===== config.mk =====
export PLATFORM = sky130hd
export DESIGN_NAME = backend_pipeline
export DESIGN_NICKNAME = d
export VERILOG_FILES = /design/src/hw/backend_pkg.sv /design/src/hw/backend_pipeline.sv /design/src/hw/ctrl_pipe.sv /design/src/hw/data_pipe.sv /design/src/hw/forwarding_unit.sv /design/src/hw/simple_alu.sv
export SDC_FILE = /design/constraint.sdc
export NUM_CORES = 1
export LEC_CHECK = 0
export BUFFER_PORTS_ARGS = -buffer_cell sky130_fd_sc_hd__clkbuf_2
export CORE_AREA = 2 2 226 206
export CTS_BUF_LIST = sky130_fd_sc_hd__clkbuf_8 sky130_fd_sc_hd__clkbuf_16
export DETAILED_ROUTE_END_ITERATION = 7
export DIE_AREA = 0 0 228 208
export PLACE_DENSITY = 0.78
export REMOVE_ABC_BUFFERS = 1
export SETUP_SLACK_MARGIN = 0.1
export SYNTH_ARGS = -nofsm -noshare
export SYNTH_HDL_FRONTEND = slang
export SYNTH_SLANG_ARGS = --single-unit
export TNS_END_PERCENT = 1

===== constraint.sdc =====
create_clock -name clk -period 5.5 [get_ports clk]
set_clock_uncertainty 0.15 [all_clocks]
set_input_delay 0.55 -clock clk [delete_from_list [all_inputs] [get_ports clk]]
set_output_delay 0.55 -clock clk [all_outputs]
set_load 0.01 [all_outputs]

===== src/hw/backend_pkg.sv =====
package backend_pkg;

	localparam int XLEN         = 32;
	localparam int REG_ADDR_W   = 5;  // r0 means no write
	localparam int PIPE_NUM     = 2;
	localparam int FWD_SLOT_NUM = 3;  // m1, m2, wb

	typedef enum logic [3:0] {
		ALU_ADD,
		ALU_SUB,
		ALU_SLT,
		ALU_SLTU,
		ALU_AND,
		ALU_OR,
		ALU_XOR,
		ALU_SLL,
		ALU_SRL,
		ALU_SRA,
		ALU_LU12I
	} alu_op_e;

	typedef enum logic {
		WB_ALU,
		WB_LINK   // pc + 4
	} wb_sel_e;

	// inst[25:0] seen with a 12-bit immediate
	typedef struct packed {
		logic [3:0]  rsv;    // 25:22
		logic [11:0] imm12;  // 21:10
		logic [9:0]  rest;
	} inst_ri12_t;

	// inst[25:0] seen with a 20-bit immediate
	typedef struct packed {
		logic        rsv;    // 25
		logic [19:0] imm20;  // 24:5
		logic [4:0]  rest;
	} inst_ri20_t;

	typedef union packed {
		inst_ri12_t ri12;
		inst_ri20_t ri20;
	} inst_fields_u;

	typedef struct packed {
		logic       pipe_sel;
		logic [3:0] ex_src;  // one-hot: own, m1, m2, wb
	} fwd_info_t;

	typedef struct packed {
		alu_op_e      alu_op;
		logic         use_imm;
		wb_sel_e      wb_sel;
		inst_fields_u inst;
	} decode_t;

	typedef struct packed {
		decode_t                     decode;
		logic [REG_ADDR_W-1:0]       w_reg;
		logic                        revert;
		fwd_info_t [1:0]             fwd;  // [0] rk, [1] rj
	} ctrl_flow_t;

	typedef struct packed {
		logic [XLEN-1:0]           pc;
		logic [1:0][XLEN-1:0]      reg_data;  // [0] rk, [1] rj
		logic [XLEN-1:0]           result;
	} data_flow_t;

	typedef logic [XLEN-1:0] fwd_src_t;

endpackage


===== src/hw/backend_pipeline.sv =====
`timescale 1ns/1ps

module backend_pipeline (
	input  logic                    clk,
	input  logic                    rst_n,
	input  logic                    issue_i,
	input  backend_pkg::ctrl_flow_t ctrl_flow_i,
	input  backend_pkg::data_flow_t data_flow_i,
	input  logic [2:0]              stall_vec_i,  // ex, m1, m2
	input  logic [2:0]              clr_vec_i,
	input  backend_pkg::fwd_src_t [backend_pkg::PIPE_NUM-1:0][backend_pkg::FWD_SLOT_NUM-1:0]
	                                forwarding_src_i,
	output backend_pkg::fwd_src_t [backend_pkg::FWD_SLOT_NUM-1:0] forwarding_data_o,
	output logic [backend_pkg::REG_ADDR_W-1:0] reg_w_addr_o,
	output logic [backend_pkg::XLEN-1:0]       reg_w_data_o,
	output logic [3:0]              revert_vector_o
);
	import backend_pkg::*;

	ctrl_flow_t ex_ctrl, m1_ctrl, m2_ctrl, wb_ctrl;

	ctrl_pipe i_ctrl_pipe (
		.clk         (clk),
		.rst_n       (rst_n),
		.issue_i     (issue_i),
		.ctrl_flow_i (ctrl_flow_i),
		.stall_vec_i (stall_vec_i),
		.clr_vec_i   (clr_vec_i),
		.ex_ctrl_o   (ex_ctrl),
		.m1_ctrl_o   (m1_ctrl),
		.m2_ctrl_o   (m2_ctrl),
		.wb_ctrl_o   (wb_ctrl)
	);

	data_pipe i_data_pipe (
		.clk               (clk),
		.data_flow_i       (data_flow_i),
		.stall_vec_i       (stall_vec_i),
		.ex_ctrl_i         (ex_ctrl),
		.forwarding_src_i  (forwarding_src_i),
		.forwarding_data_o (forwarding_data_o),
		.wb_result_o       (reg_w_data_o)
	);

	assign reg_w_addr_o    = wb_ctrl.w_reg;  // zero on a bubble
	assign revert_vector_o = {wb_ctrl.revert, m2_ctrl.revert, m1_ctrl.revert, ex_ctrl.revert};

endmodule


===== src/hw/ctrl_pipe.sv =====
`timescale 1ns/1ps

module ctrl_pipe (
	input  logic                    clk,
	input  logic                    rst_n,
	input  logic                    issue_i,
	input  backend_pkg::ctrl_flow_t ctrl_flow_i,
	input  logic [2:0]              stall_vec_i,  // ex, m1, m2
	input  logic [2:0]              clr_vec_i,
	output backend_pkg::ctrl_flow_t ex_ctrl_o,
	output backend_pkg::ctrl_flow_t m1_ctrl_o,
	output backend_pkg::ctrl_flow_t m2_ctrl_o,
	output backend_pkg::ctrl_flow_t wb_ctrl_o
);
	import backend_pkg::*;

	logic [1:0][3:0] ex_src_next;
	logic [1:0]      ex_src_move;

	// while ex waits, a producer that moves on is followed to its next slot
	always_comb begin
		for (int i = 0; i < 2; i++) begin
			ex_src_move[i] = (ex_ctrl_o.fwd[i].ex_src[1] & ~stall_vec_i[1]) |
			                 (ex_ctrl_o.fwd[i].ex_src[2] & ~stall_vec_i[2]) |
			                  ex_ctrl_o.fwd[i].ex_src[3];  // wb always leaves
			if (ex_src_move[i]) begin
				// m1 -> m2, m2 -> wb, wb -> own value
				ex_src_next[i] = {ex_ctrl_o.fwd[i].ex_src[2:1], 1'b0,
				                  ~|ex_ctrl_o.fwd[i].ex_src[2:1]};
			end else begin
				ex_src_next[i] = ex_ctrl_o.fwd[i].ex_src;
			end
		end
	end

	always_ff @(posedge clk) begin
		if (!rst_n) begin
			ex_ctrl_o <= '0;
		end else if (!stall_vec_i[0]) begin
			if (issue_i) begin
				ex_ctrl_o <= ctrl_flow_i;
			end else begin
				ex_ctrl_o <= '0;  // bubble
			end
		end else begin
			for (int i = 0; i < 2; i++) begin
				ex_ctrl_o.fwd[i].ex_src <= ex_src_next[i];
			end
		end
	end

	always_ff @(posedge clk) begin
		if (!rst_n) begin
			m1_ctrl_o <= '0;
		end else if (!stall_vec_i[1]) begin
			if (clr_vec_i[0] | stall_vec_i[0]) begin
				m1_ctrl_o <= '0;
			end else begin
				m1_ctrl_o <= ex_ctrl_o;
			end
		end
	end

	always_ff @(posedge clk) begin
		if (!rst_n) begin
			m2_ctrl_o <= '0;
		end else if (!stall_vec_i[2]) begin
			if (clr_vec_i[1] | stall_vec_i[1]) begin
				m2_ctrl_o <= '0;
			end else begin
				m2_ctrl_o <= m1_ctrl_o;
			end
		end
	end

	// wb never holds
	always_ff @(posedge clk) begin
		if (!rst_n) begin
			wb_ctrl_o <= '0;
		end else if (clr_vec_i[2] | stall_vec_i[2]) begin
			wb_ctrl_o <= '0;
		end else begin
			wb_ctrl_o <= m2_ctrl_o;
		end
	end

endmodule


===== src/hw/data_pipe.sv =====
`timescale 1ns/1ps

module data_pipe (
	input  logic                    clk,
	input  backend_pkg::data_flow_t data_flow_i,
	input  logic [2:0]              stall_vec_i,
	input  backend_pkg::ctrl_flow_t ex_ctrl_i,
	input  backend_pkg::fwd_src_t [backend_pkg::PIPE_NUM-1:0][backend_pkg::FWD_SLOT_NUM-1:0]
	                                forwarding_src_i,
	output backend_pkg::fwd_src_t [backend_pkg::FWD_SLOT_NUM-1:0] forwarding_data_o,
	output logic [backend_pkg::XLEN-1:0] wb_result_o
);
	import backend_pkg::*;

	data_flow_t           ex_raw;
	data_flow_t           ex_fwd;   // ex view after forwarding
	logic [1:0][XLEN-1:0] ex_opnd;
	logic [XLEN-1:0]      alu_res;
	logic [XLEN-1:0]      m1_result;
	logic [XLEN-1:0]      m2_result;
	logic [XLEN-1:0]      wb_result;

	for (genvar i = 0; i < 2; i++) begin : g_ex_fwd
		forwarding_unit #(
			.SOURCE_NUM (FWD_SLOT_NUM),
			.PIPE_NUM   (PIPE_NUM)
		) i_fwd (
			.pipe_sel_i (ex_ctrl_i.fwd[i].pipe_sel),
			.sel_vec_i  (ex_ctrl_i.fwd[i].ex_src),
			.data_vec_i (forwarding_src_i),
			.old_data_i (ex_raw.reg_data[i]),
			.new_data_o (ex_opnd[i])
		);
	end

	simple_alu i_alu (
		.decode_i  (ex_ctrl_i.decode),
		.rj_i      (ex_opnd[1]),
		.rk_i      (ex_opnd[0]),
		.pc_i      (ex_raw.pc),
		.alu_res_o (alu_res)  // link value comes out here too
	);

	assign ex_fwd = '{pc: ex_raw.pc, reg_data: ex_opnd, result: alu_res};

	// a held ex keeps whatever it has forwarded so far
	always_ff @(posedge clk) begin
		if (!stall_vec_i[0]) begin
			ex_raw <= data_flow_i;
		end else begin
			ex_raw <= ex_fwd;
		end
	end

	always_ff @(posedge clk) begin
		if (!stall_vec_i[1]) begin
			m1_result <= ex_fwd.result;
		end
		if (!stall_vec_i[2]) begin
			m2_result <= m1_result;
		end
		wb_result <= m2_result;
	end

	assign forwarding_data_o = {wb_result, m2_result, m1_result};
	assign wb_result_o       = wb_result;

endmodule


===== src/hw/forwarding_unit.sv =====
`timescale 1ns/1ps

module forwarding_unit #(
	parameter int SOURCE_NUM = 3,
	parameter int PIPE_NUM   = backend_pkg::PIPE_NUM
) (
	input  logic [$clog2(PIPE_NUM)-1:0]                       pipe_sel_i,
	input  logic [SOURCE_NUM:0]                               sel_vec_i,  // bit 0 keeps own
	input  backend_pkg::fwd_src_t [PIPE_NUM-1:0][SOURCE_NUM-1:0] data_vec_i,
	input  backend_pkg::fwd_src_t                             old_data_i,
	output backend_pkg::fwd_src_t                             new_data_o
);

	always_comb begin
		new_data_o = old_data_i;
		if (!sel_vec_i[0]) begin
			// one-hot, so at most one slot hits
			for (int i = 0; i < SOURCE_NUM; i++) begin
				if (sel_vec_i[i+1]) begin
					new_data_o = data_vec_i[pipe_sel_i][i];
				end
			end
		end
	end

endmodule


===== src/hw/simple_alu.sv =====
`timescale 1ns/1ps

module simple_alu (
	input  backend_pkg::decode_t            decode_i,
	input  logic [backend_pkg::XLEN-1:0]    rj_i,
	input  logic [backend_pkg::XLEN-1:0]    rk_i,
	input  logic [backend_pkg::XLEN-1:0]    pc_i,
	output logic [backend_pkg::XLEN-1:0]    alu_res_o
);
	import backend_pkg::*;

	logic [XLEN-1:0] imm;
	logic [XLEN-1:0] op_b;
	logic [XLEN-1:0] calc;
	logic [4:0]      shamt;

	// lu12i takes the wide view, everything else the signed 12-bit one
	assign imm = (decode_i.alu_op == ALU_LU12I) ?
		{decode_i.inst.ri20.imm20, 12'd0} :
		{{(XLEN-12){decode_i.inst.ri12.imm12[11]}}, decode_i.inst.ri12.imm12};

	assign op_b  = decode_i.use_imm ? imm : rk_i;
	assign shamt = op_b[4:0];

	always_comb begin
		case (decode_i.alu_op)
			ALU_ADD:   calc = rj_i + op_b;
			ALU_SUB:   calc = rj_i - op_b;
			ALU_SLT:   calc = {{(XLEN-1){1'b0}}, $signed(rj_i) < $signed(op_b)};
			ALU_SLTU:  calc = {{(XLEN-1){1'b0}}, rj_i < op_b};
			ALU_AND:   calc = rj_i & op_b;
			ALU_OR:    calc = rj_i | op_b;
			ALU_XOR:   calc = rj_i ^ op_b;
			ALU_SLL:   calc = rj_i << shamt;
			ALU_SRL:   calc = rj_i >> shamt;
			ALU_SRA:   calc = $unsigned($signed(rj_i) >>> shamt);
			ALU_LU12I: calc = op_b;
			default:   calc = '0;
		endcase
	end

	// link writeback bypasses the operation result
	assign alu_res_o = (decode_i.wb_sel == WB_LINK) ? pc_i + 32'd4 : calc;

endmodule


==> out/metrics.cfg <==
[outcome]
status = finished clean

[clock_tree]
cts_buffers = 27
cts_setup_buffers = 0
h-tree-depth = 1
cts_tree = yes
cts_max_path_buffers = 3
cts_root_buf = clkbuf_16
clkLatencyLatePin_ns = 0.61
cts.clk_slew.worst_paths_ns = 0.07
cts_sinks = 252

[min_path]
min_to = i_data_pipe.ex_raw[79]
hold_path_class = input port to register
holdPathStages = 2
min-delay-start = data_flow_i[79]

[pwr]
vdd_drop_max_v = 0.0002843
p_per_area_nw_per_um2 = 375.5
leakagePower_nw = 11.95
p_total_mw = 10.55

[setup_path]
crit_start = i_ctrl_pipe.ex_ctrl_o[4]
rrSetupSlack_ns = 0.15
worstReg2RegStart = i_ctrl_pipe.ex_ctrl_o[4]
cp_top_family = compound AO/OA/AOI/OAI gates
crit_path_max_incr_delay_ns = 0.63
reg2regPathDepth = 17
cp_max_fo = 44
crit_path_end_kind = register
cp.required_ns = 5.69
path_class = register to register
slowest_stage = or4_1
critical_path_arrival_ns = 5.54
cp-start-kind = register
crit_chain = buf_12 > buf_16 > mux2i_1 > o22ai_1 > o21ai_0 > o21ai_0 > nor2_1 > a21o_1 > ha_1 > or4_1 > nand2_1 > mux2i_1 > a21oi_1 > o211ai_1 > a2111oi_1 > nand4b_1 > o32a_1
rr_endpoint = i_data_pipe.m1_result[30]
worst-path-buf-inv = 2

[sta]
grt_setup_unrepaired = true
maxSlewHeadroom_pct = 18.26
tightest_slew_ns = 1.217
drv_slew = 0
min_period_ns = 5.346
fmax_ghz = 0.1871
hold_viol = 0
setup_viol = 0
fin_hold_ws_ns = 0.02275
post-route-period-util_pct = 97.20

[route]
totalWireLength_microns = 116400
viasPerCell = 6.742
dr.pass1.iters = 8
antenna_left = 0
first_iter_violations = 3564
drc_errors = 0
via_count = 27300
routedWlPerCell_microns = 28.75

[global_routing]
grt_use_met3_pct = 10.29
grt_usage_pct = 47.10
grt_max_degree = 61
grtUsageMet2_pct = 73.75
grt_pass1_wl_microns = 169600
grt-ovfl-total = 0
antenna_found_initial = 6
use_met1_pct = 57.64
grt_pass1_vias = 26490
gr-max-usage-layer = met2

[synth]
postSynthAreaPerCell_sq_um = 7.927
async_flop_share_pct = 0
synth-edff-count = 96
netlist_area_sq_um = 22750
yosysTopAreaCell = dfxtp_1
ys_warn_count = 0
synth_top_area_share_pct = 13.73
synth_area_leaders = dfxtp_1 (14%), edfxtp_1 (13%), mux2i_1 (9.8%)
ys_types = 104
ys_seq_area_share_pct = 26.40
ys_ff_latch = 252
synthCells = 2870
synthFlopType = dfxtp_1

[die]
rows = 74
die_area_sq_um = 47420
die_x_microns = 228
die_h_microns = 208
start_util_pct = 50.56
core_sq_um = 45000
io_pins = 514

[final_layout]
area_growth_pct = 23.53
multi_input_area_sq_um = 15150
post_layout_nonfiller_instances = 4049
fin_nets = 3900
fillers = 3959
seqCellArea_sq_um = 6015
drive_gt1_share_pct = 26.07

[run]
max_cap_violations = 0

[placed_design]
hpwl_microns = 90260
post-place-cells = 3963
routabilityCongestion = 1.088
portBuffers = 475

==> repair_timing <==
action                     4_1_cts  5_1_grt
gates resized for setup          1       25
hold buffers                    32        0
hold endpoints to repair        32        0
setup endpoints to repair        2       17
==> how the worst max path moves through the flow <==
| stage | depth (start not counted) | slack [ns] | to |
|---|---|---|---|
| 2_1_floorplan | 15 | -3.64 | i_data_pipe.m1_result[30] |
| 3_3_place_gp | 22 | 0.10 | i_data_pipe.m1_result[0] |
| 3_5_place_dp | 22 | 0.10 | i_data_pipe.m1_result[0] |
| 4_1_cts | 21 | 0.17 | i_data_pipe.m1_result[0] |
| 5_1_grt | 20 | 0.04 | i_data_pipe.m1_result[30] |
| 6_report | 17 | 0.15 | i_data_pipe.m1_result[30] |
==> flip-flops by register name (all words and copies together) (netlist names) <==
name,count
i_data_pipe.ex_raw,64
i_ctrl_pipe.m1_ctrl_o,6
i_ctrl_pipe.wb_ctrl_o,6
i_data_pipe.wb_result_o,32
i_data_pipe.ex_fwd,32
i_data_pipe.m2_result,32
i_data_pipe.m1_result,32
i_ctrl_pipe.ex_ctrl_o,42
i_ctrl_pipe.m2_ctrl_o,6
==> cell families after synthesis <==
logic type	share of synthesized area (%)
compound gates	27.71
xor+xnor	2.079
fa+ha+maj	5.950
buf+inv	7.562
flops	26.40
mux	11.87
simple gates	18.43
==> area by class of cell <==
class	instances	share of cell area, %
repair buffers	783	17.42
diodes	4	0.03562
well taps	608	2.707
multi-input cells	2244	53.92
inverters	108	1.447
clock buffers	27	2.404
flip-flops and latches	252	21.40
clock inverters	23	0.6633
==> layout by cell type (no fill, tap or decap), drive strengths merged, types with 32 or more instances in the layout <==
master	n
nand3	50
a21oi	185
nor3	64
and3	38
a21o	37
dlygate4sd3	32
edfxtp	96
mux2	40
ha	105
o22ai	76
nand2	268
a211oi	52
xnor2	36
nor2b	46
a22oi	75
buf	277
mux2i	224
inv	111
nor2	291
clkbuf	501
dfxtp	156
o21ai	177
==> through the flow <==
step	setup slack, ns	util [%]	instance area [sq um]	setup TNS, ns
6_report	0.1540	62.46	28100	0
5_1_grt	0.03685	62.44	28100	0
4_1_cts	0.1670	62.23	28000	0
3_5_place_dp	0.1010	59.60	26820	0
3_3_place_gp	0.1001	59.60	26820	0
2_1_floorplan	-3.636	-	21440	-97.58
==> routing by layer <==
| layer | routed length (microns) | part of all wire, % | up-vias |
|---|---|---|---|
| met5 | 27 | 0.023 | - |
| met4 | 10230 | 8.8 | 4 |
| met3 | 12620 | 11 | 540 |
| met2 | 50420 | 43 | 2016 |
| met1 | 43100 | 37 | 13020 |
| li1 | - | - | 11720 |
==> power by group <==
part	internal, mW	switching, mW
Combinational	2.31	3.89
Sequential	2.32	0.182
Clock	0.995	0.853
==> synthesized netlist by cell type (25+ instances only) <==
cell type / number
a21oi_1: 181
xnor2_1: 36
a211oi_1: 50
nand4_1: 25
ha_1: 105
and3_1: 38
buf_2: 57
nand2_1: 268
o21bai_1: 26
mux2_2: 36
inv_1: 98
buf_4: 43
nor2_1: 289
a22oi_1: 75
edfxtp_1: 96
nor2b_1: 46
and2_1: 27
a21o_1: 37
o21ai_1: 26
dfxtp_1: 156
nand3_1: 50
mux2i_1: 223
nor3_1: 61
o21ai_0: 148
o22ai_1: 76
a31oi_1: 29
clkbuf_1: 140
No activity file was read; power rests on OpenSTA's default activity.
